[config.mk]
export PLATFORM = sky130hd
export DESIGN_NAME = lcd_top
export DESIGN_NICKNAME = d
export VERILOG_FILES = /design/src/lcd_char_pkg.sv /design/src/lcd_cmd_pkg.sv /design/src/lcd_instructions.sv /design/src/lcd_message_rom.sv /design/src/lcd_pulse_timer.sv /design/src/lcd_render_ctrl.sv /design/src/lcd_top.sv
export SDC_FILE = /design/constraint.sdc
export NUM_CORES = 1
export LEC_CHECK = 0
export BUFFER_PORTS_ARGS = -buffer_cell sky130_fd_sc_hd__buf_2
export CORE_UTILIZATION = 45
export DETAILED_ROUTE_END_ITERATION = 10
export PLACE_DENSITY = 0.66
export SETUP_SLACK_MARGIN = 0.4
export SYNTH_ARGS = -nofsm -noshare
export SYNTH_HDL_FRONTEND = slang
export SYNTH_SLANG_ARGS = --single-unit
[constraint.sdc]
create_clock -name i_clk -period 5.7 [get_ports i_clk]
set_input_delay 0.57 -clock i_clk [delete_from_list [all_inputs] [get_ports i_clk]]
set_output_delay 0.57 -clock i_clk [all_outputs]
set_load 0.05 [all_outputs]
[src/lcd_char_pkg.sv]
package lcd_char_pkg;

    // codes 6 and 7 are unused and show the recording text
    typedef enum logic [2:0] {
        MODE_INIT       = 3'd0,
        MODE_STOP       = 3'd1,
        MODE_PLAY_PAUSE = 3'd2,
        MODE_REC_PAUSE  = 3'd3,
        MODE_PLAYING    = 3'd4,
        MODE_RECORDING  = 3'd5
    } disp_mode_t;

    localparam logic [7:0] CH_SPACE = 8'h20;

    // 32 bytes each, position 0 in the top byte
    // text starts at column 3 of row 0, row 1 stays blank
    localparam logic [255:0] msg_table [6] = '{
        {{3{CH_SPACE}}, "Initializing", {17{CH_SPACE}}},
        {{3{CH_SPACE}}, "Stop",         {25{CH_SPACE}}},
        {{3{CH_SPACE}}, "Play Pause",   {19{CH_SPACE}}},
        {{3{CH_SPACE}}, "Record Pause", {17{CH_SPACE}}},
        {{3{CH_SPACE}}, "Playing",      {22{CH_SPACE}}},
        {{3{CH_SPACE}}, "Recording",    {20{CH_SPACE}}}
    };

    function automatic logic [7:0] msg_char(
        input logic [2:0] mode,
        input logic [4:0] pos
    );
        logic [2:0] sel;
        sel = (mode > MODE_RECORDING) ? MODE_RECORDING : mode;   // fold 6 and 7
        return msg_table[sel][8*(31 - pos) +: 8];
    endfunction

endpackage

[src/lcd_cmd_pkg.sv]
package lcd_cmd_pkg;

    localparam int WAIT_W     = 16;   // width of any wait count
    localparam int INIT_COUNT = 5;

    // init types come first, in the order they go out on the bus
    typedef enum logic [2:0] {
        INST_FUNC_SET = 3'd0,
        INST_DISP_OFF = 3'd1,
        INST_CLEAR    = 3'd2,
        INST_ENTRY    = 3'd3,
        INST_DISP_ON  = 3'd4,
        INST_SET_ADDR = 3'd5
    } inst_type_t;

    localparam logic [7:0] OP_FUNC_SET = 8'h38;   // 8-bit bus, 2 lines, 5x8 font
    localparam logic [7:0] OP_DISP_OFF = 8'h08;
    localparam logic [7:0] OP_CLEAR    = 8'h01;   // needs the long wait
    localparam logic [7:0] OP_ENTRY    = 8'h06;   // increment, no shift
    localparam logic [7:0] OP_DISP_ON  = 8'h0C;   // cursor and blink off
    localparam logic [7:0] OP_SET_ADDR = 8'h80;   // DDRAM address in [6:0]

    localparam logic [6:0] ROW0_ADDR = 7'h00;
    localparam logic [6:0] ROW1_ADDR = 7'h40;

    typedef enum logic [2:0] {
        ST_BEGIN    = 3'd0,
        ST_INIT     = 3'd1,
        ST_IDLE     = 3'd2,
        ST_SET_ADDR = 3'd3,
        ST_FETCH    = 3'd4,
        ST_WRITE    = 3'd5
    } ctrl_state_t;

endpackage

[src/lcd_instructions.sv]
`timescale 1ns/1ps

module lcd_instructions #(
    parameter int SHORT_WAIT = 8,
    parameter int LONG_WAIT  = 40
) (
    input  logic                           i_clk,
    input  logic                           i_rst_n,
    input  logic                           i_start,
    input  lcd_cmd_pkg::inst_type_t        i_type,
    input  logic [6:0]                     i_address,
    output logic [7:0]                     o_data,
    output logic [lcd_cmd_pkg::WAIT_W-1:0] o_wait,
    output logic                           o_tmr_start
);
    import lcd_cmd_pkg::*;

    logic [7:0]        opcode;
    logic [WAIT_W-1:0] wait_len;

    always_comb begin
        case (i_type)
            INST_FUNC_SET: opcode = OP_FUNC_SET;
            INST_DISP_OFF: opcode = OP_DISP_OFF;
            INST_CLEAR:    opcode = OP_CLEAR;
            INST_ENTRY:    opcode = OP_ENTRY;
            INST_DISP_ON:  opcode = OP_DISP_ON;
            INST_SET_ADDR: opcode = OP_SET_ADDR | {1'b0, i_address};
            default:       opcode = OP_DISP_OFF;   // harmless, blanks the display
        endcase
    end

    // clear rewrites all of DDRAM and needs much longer
    assign wait_len = (i_type == INST_CLEAR) ? WAIT_W'(LONG_WAIT) : WAIT_W'(SHORT_WAIT);

    always_ff @(posedge i_clk or posedge i_rst_n) begin
        if (i_rst_n) begin
            o_tmr_start <= 1'b0;
            o_data      <= 8'h00;
            o_wait      <= '0;
        end else begin
            o_tmr_start <= i_start;   // one cycle behind the request
            if (i_start) begin
                o_data <= opcode;
                o_wait <= wait_len;
            end
        end
    end

    a_type_valid: assert property (@(posedge i_clk) disable iff (i_rst_n)
        i_start |-> i_type inside {INST_FUNC_SET, INST_DISP_OFF, INST_CLEAR,
                                   INST_ENTRY, INST_DISP_ON, INST_SET_ADDR});

endmodule

[src/lcd_message_rom.sv]
`timescale 1ns/1ps

module lcd_message_rom (
    input  logic                     i_clk,
    input  logic                     i_rst_n,
    input  lcd_char_pkg::disp_mode_t i_mode,
    input  logic [4:0]               i_index,
    output logic [7:0]               o_char
);
    import lcd_char_pkg::*;

    // one cycle of read latency, the controller spends it in ST_FETCH
    always_ff @(posedge i_clk or posedge i_rst_n) begin
        if (i_rst_n) begin
            o_char <= CH_SPACE;
        end else begin
            o_char <= msg_char(i_mode, i_index);   // codes past MODE_RECORDING fold onto it
        end
    end

endmodule

[src/lcd_pulse_timer.sv]
`timescale 1ns/1ps

module lcd_pulse_timer #(
    parameter int SETUP_CYCLES = 2,
    parameter int EN_CYCLES    = 4
) (
    input  logic                           i_clk,
    input  logic                           i_rst_n,
    input  logic                           i_start,
    input  logic [lcd_cmd_pkg::WAIT_W-1:0] i_wait,
    output logic                           o_lcd_en,
    output logic                           o_done
);
    import lcd_cmd_pkg::*;

    typedef enum logic [1:0] {
        PH_IDLE,
        PH_SETUP,
        PH_EN,
        PH_WAIT
    } phase_t;

    phase_t            phase;
    logic [WAIT_W-1:0] cnt;        // cycles left in the current phase
    logic [WAIT_W-1:0] wait_len;

    assign o_lcd_en = (phase == PH_EN);
    assign o_done   = (phase == PH_WAIT) && (cnt == '0);

    always_ff @(posedge i_clk or posedge i_rst_n) begin
        if (i_rst_n) begin
            phase    <= PH_IDLE;
            cnt      <= '0;
            wait_len <= '0;
        end else begin
            case (phase)
                PH_IDLE: begin
                    if (i_start) begin
                        wait_len <= i_wait;
                        // start cycle already counts as the first setup cycle
                        if (SETUP_CYCLES > 1) begin
                            phase <= PH_SETUP;
                            cnt   <= WAIT_W'(SETUP_CYCLES - 2);
                        end else begin
                            phase <= PH_EN;
                            cnt   <= WAIT_W'(EN_CYCLES - 1);
                        end
                    end
                end
                PH_SETUP: begin
                    if (cnt == '0) begin
                        phase <= PH_EN;
                        cnt   <= WAIT_W'(EN_CYCLES - 1);
                    end else begin
                        cnt <= cnt - 1'b1;
                    end
                end
                PH_EN: begin
                    if (cnt == '0) begin
                        phase <= PH_WAIT;
                        cnt   <= wait_len;
                    end else begin
                        cnt <= cnt - 1'b1;
                    end
                end
                default: begin
                    if (cnt == '0) begin
                        phase <= PH_IDLE;   // o_done seen this cycle
                    end else begin
                        cnt <= cnt - 1'b1;
                    end
                end
            endcase
        end
    end

    // the controller must wait for o_done before the next bus cycle
    a_no_overlap: assert property (@(posedge i_clk) disable iff (i_rst_n)
        i_start |-> phase == PH_IDLE);

endmodule

[src/lcd_render_ctrl.sv]
`timescale 1ns/1ps

module lcd_render_ctrl #(
    parameter int WRITE_WAIT = 6
) (
    input  logic                           i_clk,
    input  logic                           i_rst_n,
    input  logic                           i_start,
    input  logic [2:0]                     i_mode,
    input  logic [7:0]                     i_inst_data,
    input  logic [lcd_cmd_pkg::WAIT_W-1:0] i_inst_wait,
    input  logic                           i_inst_tmr_start,
    input  logic [7:0]                     i_char,
    input  logic                           i_tmr_done,
    output logic                           o_inst_start,
    output lcd_cmd_pkg::inst_type_t        o_inst_type,
    output logic [6:0]                     o_address,
    output lcd_char_pkg::disp_mode_t       o_rom_mode,
    output logic [4:0]                     o_rom_index,
    output logic                           o_tmr_start,
    output logic [lcd_cmd_pkg::WAIT_W-1:0] o_tmr_wait,
    output logic [7:0]                     o_lcd_data,
    output logic                           o_lcd_rs,
    output logic                           o_init_done,
    output logic                           o_render_done
);
    import lcd_cmd_pkg::*;
    import lcd_char_pkg::*;

    ctrl_state_t state;
    logic [2:0]  init_idx;
    logic [4:0]  char_cnt;   // 0..15 row 0, 16..31 row 1
    logic        wr_start;
    logic        is_write;

    // bus source: ROM byte during a write, instruction encoder otherwise
    assign is_write    = (state == ST_WRITE);
    assign o_lcd_rs    = is_write;
    assign o_lcd_data  = is_write ? i_char : i_inst_data;
    assign o_tmr_start = is_write ? wr_start : i_inst_tmr_start;
    assign o_tmr_wait  = is_write ? WAIT_W'(WRITE_WAIT) : i_inst_wait;
    assign o_rom_index = char_cnt;

    always_ff @(posedge i_clk or posedge i_rst_n) begin
        if (i_rst_n) begin
            state         <= ST_BEGIN;
            init_idx      <= '0;
            char_cnt      <= '0;
            wr_start      <= 1'b0;
            o_inst_start  <= 1'b0;
            o_inst_type   <= INST_FUNC_SET;
            o_address     <= ROW0_ADDR;
            o_rom_mode    <= MODE_INIT;
            o_init_done   <= 1'b0;
            o_render_done <= 1'b0;
        end else begin
            o_inst_start <= 1'b0;
            wr_start     <= 1'b0;
            case (state)
                ST_BEGIN: begin
                    o_inst_start <= 1'b1;
                    o_inst_type  <= INST_FUNC_SET;
                    init_idx     <= '0;
                    state        <= ST_INIT;
                end
                ST_INIT: begin
                    if (i_tmr_done) begin
                        if (init_idx == 3'(INIT_COUNT - 1)) begin
                            o_init_done <= 1'b1;
                            state       <= ST_IDLE;
                        end else begin
                            o_inst_start <= 1'b1;
                            o_inst_type  <= inst_type_t'(init_idx + 3'd1);   // next init type
                            init_idx     <= init_idx + 3'd1;
                        end
                    end
                end
                ST_IDLE: begin
                    if (i_start) begin
                        o_rom_mode    <= disp_mode_t'(i_mode);   // held for the whole render
                        o_render_done <= 1'b0;
                        char_cnt      <= '0;
                        o_inst_start  <= 1'b1;
                        o_inst_type   <= INST_SET_ADDR;
                        o_address     <= ROW0_ADDR;
                        state         <= ST_SET_ADDR;
                    end
                end
                ST_SET_ADDR: begin
                    if (i_tmr_done) begin
                        state <= ST_FETCH;
                    end
                end
                ST_FETCH: begin
                    wr_start <= 1'b1;   // ROM byte is valid next cycle
                    state    <= ST_WRITE;
                end
                ST_WRITE: begin
                    if (i_tmr_done) begin
                        char_cnt <= char_cnt + 5'd1;
                        if (char_cnt == 5'd31) begin
                            o_render_done <= 1'b1;
                            state         <= ST_IDLE;
                        end else if (char_cnt == 5'd15) begin
                            o_inst_start <= 1'b1;   // jump to row 1
                            o_inst_type  <= INST_SET_ADDR;
                            o_address    <= ROW1_ADDR;
                            state        <= ST_SET_ADDR;
                        end else begin
                            state <= ST_FETCH;
                        end
                    end
                end
                default: state <= ST_BEGIN;
            endcase
        end
    end

    // data write only, and RS with its byte held until the timer finishes
    a_rs_write: assert property (@(posedge i_clk) disable iff (i_rst_n)
        o_lcd_rs && !i_tmr_done |=> state == ST_WRITE && o_lcd_rs && $stable(o_lcd_data));

endmodule

[src/lcd_top.sv]
`timescale 1ns/1ps

module lcd_top #(
    parameter int SETUP_CYCLES = 2,
    parameter int EN_CYCLES    = 4,
    parameter int SHORT_WAIT   = 8,
    parameter int LONG_WAIT    = 40,
    parameter int WRITE_WAIT   = 6
) (
    input  logic       i_clk,
    input  logic       i_rst_n,
    input  logic       i_start,
    input  logic [2:0] i_mode,
    output logic [7:0] o_lcd_data,
    output logic       o_lcd_en,
    output logic       o_lcd_rs,
    output logic       o_lcd_rw,
    output logic       o_init_done,
    output logic       o_render_done
);
    import lcd_cmd_pkg::*;
    import lcd_char_pkg::*;

    logic              inst_start;
    inst_type_t        inst_type;
    logic [6:0]        address;
    logic [7:0]        inst_data;
    logic [WAIT_W-1:0] inst_wait;
    logic              inst_tmr_start;
    disp_mode_t        rom_mode;
    logic [4:0]        rom_index;
    logic [7:0]        rom_char;
    logic              tmr_start;
    logic [WAIT_W-1:0] tmr_wait;
    logic              tmr_done;

    assign o_lcd_rw = 1'b0;   // write only, no busy-flag reads

    lcd_render_ctrl #(
        .WRITE_WAIT(WRITE_WAIT)
    ) u_ctrl (
        .i_clk           (i_clk),
        .i_rst_n         (i_rst_n),
        .i_start         (i_start),
        .i_mode          (i_mode),
        .i_inst_data     (inst_data),
        .i_inst_wait     (inst_wait),
        .i_inst_tmr_start(inst_tmr_start),
        .i_char          (rom_char),
        .i_tmr_done      (tmr_done),
        .o_inst_start    (inst_start),
        .o_inst_type     (inst_type),
        .o_address       (address),
        .o_rom_mode      (rom_mode),
        .o_rom_index     (rom_index),
        .o_tmr_start     (tmr_start),
        .o_tmr_wait      (tmr_wait),
        .o_lcd_data      (o_lcd_data),
        .o_lcd_rs        (o_lcd_rs),
        .o_init_done     (o_init_done),
        .o_render_done   (o_render_done)
    );

    lcd_instructions #(
        .SHORT_WAIT(SHORT_WAIT),
        .LONG_WAIT (LONG_WAIT)
    ) u_inst (
        .i_clk      (i_clk),
        .i_rst_n    (i_rst_n),
        .i_start    (inst_start),
        .i_type     (inst_type),
        .i_address  (address),
        .o_data     (inst_data),
        .o_wait     (inst_wait),
        .o_tmr_start(inst_tmr_start)
    );

    lcd_message_rom u_rom (
        .i_clk  (i_clk),
        .i_rst_n(i_rst_n),
        .i_mode (rom_mode),
        .i_index(rom_index),
        .o_char (rom_char)
    );

    lcd_pulse_timer #(
        .SETUP_CYCLES(SETUP_CYCLES),
        .EN_CYCLES   (EN_CYCLES)
    ) u_timer (
        .i_clk   (i_clk),
        .i_rst_n (i_rst_n),
        .i_start (tmr_start),
        .i_wait  (tmr_wait),
        .o_lcd_en(o_lcd_en),
        .o_done  (tmr_done)
    );

endmodule

==> results.sh <==
export IMPL_syn_avg_cell_area_sq_um=8.52
export IMPL_cts_resized=0
export IMPL_detailroute_via_count=3453
export IMPL_die_area_sq_um=9300
export IMPL_grt_pass1_vias=3141
export IMPL_post_route_period_util_pct=53.5
export IMPL_antenna_found_initial=0
export IMPL_synthToLayoutAreaGrowth_pct=7.32
export IMPL_routabilityCongestion=0.876
export IMPL_status="complete, no violations"
export IMPL_grt_overflow=0
export IMPL_initial_core_util_pct=46.3
export IMPL_antenna_cells=0
export IMPL_cts_htree_levels=3
export IMPL_worst_slew_pin_slew_ns=1.02
export IMPL_dpl_instance_area_sq_um=4120
export IMPL_syn_cell_area_sq_um=4020
export IMPL_ant_nets=0
export IMPL_cts_hold_buf=0
export IMPL_grt_util_all_layers_pct=20.9
export IMPL_slew_headroom_pct=32.0
export IMPL_synth_seq_area_share_pct=37.4
export IMPL_min_period_ns=3.05
export IMPL_cts_tree="yes"
export IMPL_rows=34
export IMPL_crit_buf_inv=1
export IMPL_synthTopCellsByCount="59 x dfrtp_1, 52 x nand2_1, 42 x nor2_1"
export IMPL_grt_start_max_net_pins=61
export IMPL_ys_types=73
export IMPL_hp_class="input pin to register"
export IMPL_grt_pass1_wl_um=14900
export IMPL_synth_top_cell_area_share_pct=36.8
export IMPL_powerDensity_nw_per_um2=188
export IMPL_final_nets=497
export IMPL_drv_cap=0
export IMPL_crit_path_start_kind="register"
export IMPL_drive_gt1_share_pct=12.7
export IMPL_cts_root_buf="clkbuf_8"
export IMPL_avgViaCountPerCell=5.93
export IMPL_cp_slowest_cell="nor2_1"
export IMPL_routed_wirelength_um=9150
export IMPL_synth_async_reset_ratio_pct=100
export IMPL_core_area_sq_um=8680
export IMPL_slowest_delay_ns=0.69
export IMPL_power_leakage_nw=2.10
export IMPL_cts_buffers=9
export IMPL_synth_most_common_cell="dfrtp_1"
export IMPL_final_setup_viol_count=0
export IMPL_fmax_ghz=0.328
export IMPL_final_max_slew_violation_count=0
export IMPL_clkTransAtPathRegs_ns=0.07
export IMPL_ys_warn_count=0
export IMPL_cp_max_fo=21
export IMPL_hold_viol_final=0
export IMPL_cts_setup_buffers=0
export IMPL_synth_fp_nets=499
export IMPL_fin_setup_tns_ns=0
export IMPL_routedWlPerCell_um=15.7
export IMPL_detailed_place_hpwl_um=6400
export IMPL_drtIter0Drc=152
export IMPL_clockBufferDepth=2
export IMPL_io_pins=19
export IMPL_crit_path_end_kind="register"
export IMPL_required_ns=5.90
export IMPL_synth_area_top_cells="dfrtp_1 37%, ha_1 6.9%, nand2_1 4.9%"
export IMPL_drc_errors=0
export IMPL_rsz0062_at_grt="false"
export IMPL_clkLatencyLatePin_ns=0.34
export IMPL_synth_top_area_cell="dfrtp_1"
export IMPL_firstDrtPassIters=5
export IMPL_power_total_uw=811
export IMPL_synth_seq_cells=60
export IMPL_synth_ff_type="dfrtp_1"
export IMPL_die_h_um=96.5
export IMPL_syn_inst=471
export IMPL_numClockSinks=60
export IMPL_portBuffers=17
export IMPL_path_class="register to register"
export IMPL_worstPathCellList="nor2b_1 -> nand2_1 -> inv_2 -> mux2i_4 -> o21ai_2 -> nor2_1 -> nor2_1"
export IMPL_skew_ns=0.00918
export IMPL_ir_drop_mv=0.132
export IMPL_chipWidth_um=96.5
export IMPL_path_delay_family="simple AND/OR/NAND/NOR gates"
export IMPL_crit_path_frequent_cell="nor2_1"
export IMPL_synth_edff_count=0
export IMPL_crit_arrival_ns=3.24
export IMPL_design_area_sq_um=4310
-- registers in the layout (all words and copies together), names as in the netlist, 2 cells and up --
signal              flops
u_ctrl.init_idx         3
u_ctrl.o_inst_type      3
u_ctrl.o_rom_index      5
u_ctrl.o_rom_mode       3
u_ctrl.state            3
u_inst.o_data           7
u_inst.o_wait           2
u_rom.o_char            7
u_timer.cnt            16
u_timer.phase           2
u_timer.wait_len        3
-- cells in the final DEF, fill, tap and decap left out, types with 6 or more instances in the layout --
master,n
nor2b_1,10
nand4_1,6
inv_1,23
dfrtp_1,59
a211oi_1,8
ha_1,22
o21ai_0,25
nand2_1,52
clkbuf_8,9
o21ai_1,9
o31ai_1,9
or2_2,6
mux2i_1,6
nand3_1,11
nor3_1,10
or3_1,7
nor2_1,42
a21oi_1,31
buf_2,17
-- area by class of cell --
cell class	count	area [sq um]
fill	861	4370
multi-input combinational	353	2290
inverter	27	101
sequential	60	1500
tap	108	135
clock inverter	7	67.6
clock buffer	9	124
timing repair buffer	18	92.6
-- final timing paths --
check                                 start                   end  slack, ns  cells past startpoint
max                         u_ctrl.state[0]        u_timer.cnt[6]       2.65                      7
min                               i_mode[1]  u_ctrl.o_rom_mode[1]       0.42                      3
max reg2reg                 u_ctrl.state[0]        u_timer.cnt[6]       2.65                      7
min reg2reg                u_inst.o_wait[3]      u_inst.o_wait[3]       0.48                      1
max in group asynchronous           i_rst_n       u_timer.cnt[10]       4.75                      3
min in group asynchronous           i_rst_n    u_ctrl.o_init_done       0.43                      3
-- worst reg2reg max path: stages, from the launching register on --
cell	delay, ns
dfrtp_1	0.65
nor2b_1	0.37
nand2_1	0.22
inv_2	0.36
mux2i_4	0.35
o21ai_2	0.15
nor2_1	0.69
nor2_1	0.12
-- layer usage --
| metal | GRT usage (%) | vias to the layer above | routed length [um] |
|---|---|---|---|
| met5 | 0 | - | 0 |
| met4 | 7.97 | 0 | 148 |
| met3 | 5.01 | 14 | 526 |
| met2 | 31.1 | 110 | 4060 |
| met1 | 29.2 | 1636 | 4410 |
| li1 | - | 1693 | - |
-- stage by stage --
stage / std cells / util, % / worst slack, ns / hold WS [ns]
floorplan: 471 / - / 2.50 / 0.428
global placement: 566 / 47.4 / 2.84 / 0.448
detailed placement: 566 / 47.4 / 2.69 / 0.466
CTS: 582 / 49.7 / 2.68 / 0.403
global route: 582 / 49.7 / 2.44 / 0.413
finish: 582 / 49.7 / 2.65 / 0.422
-- logic make-up after synthesis --
| group | share of synthesized area [%] |
|---|---|
| simple gates | 21.8 |
| flops | 37.4 |
| buf+inv | 5.64 |
| other cells | 0.0934 |
| mux | 4.58 |
| compound gates | 22.1 |
| fa+ha+maj | 6.86 |
| xor+xnor | 1.53 |
-- where the power goes --
part	total, mW	internal (mW)	switching (mW)	leakage, nW
Clock	0.373	0.199	0.174	0.0910
Combinational	0.0124	0.00181	0.0106	1.24
Sequential	0.426	0.426	0	0.764
Total	0.811	0.626	0.185	2.10
Note: power is estimated with default switching activity, not from simulation.
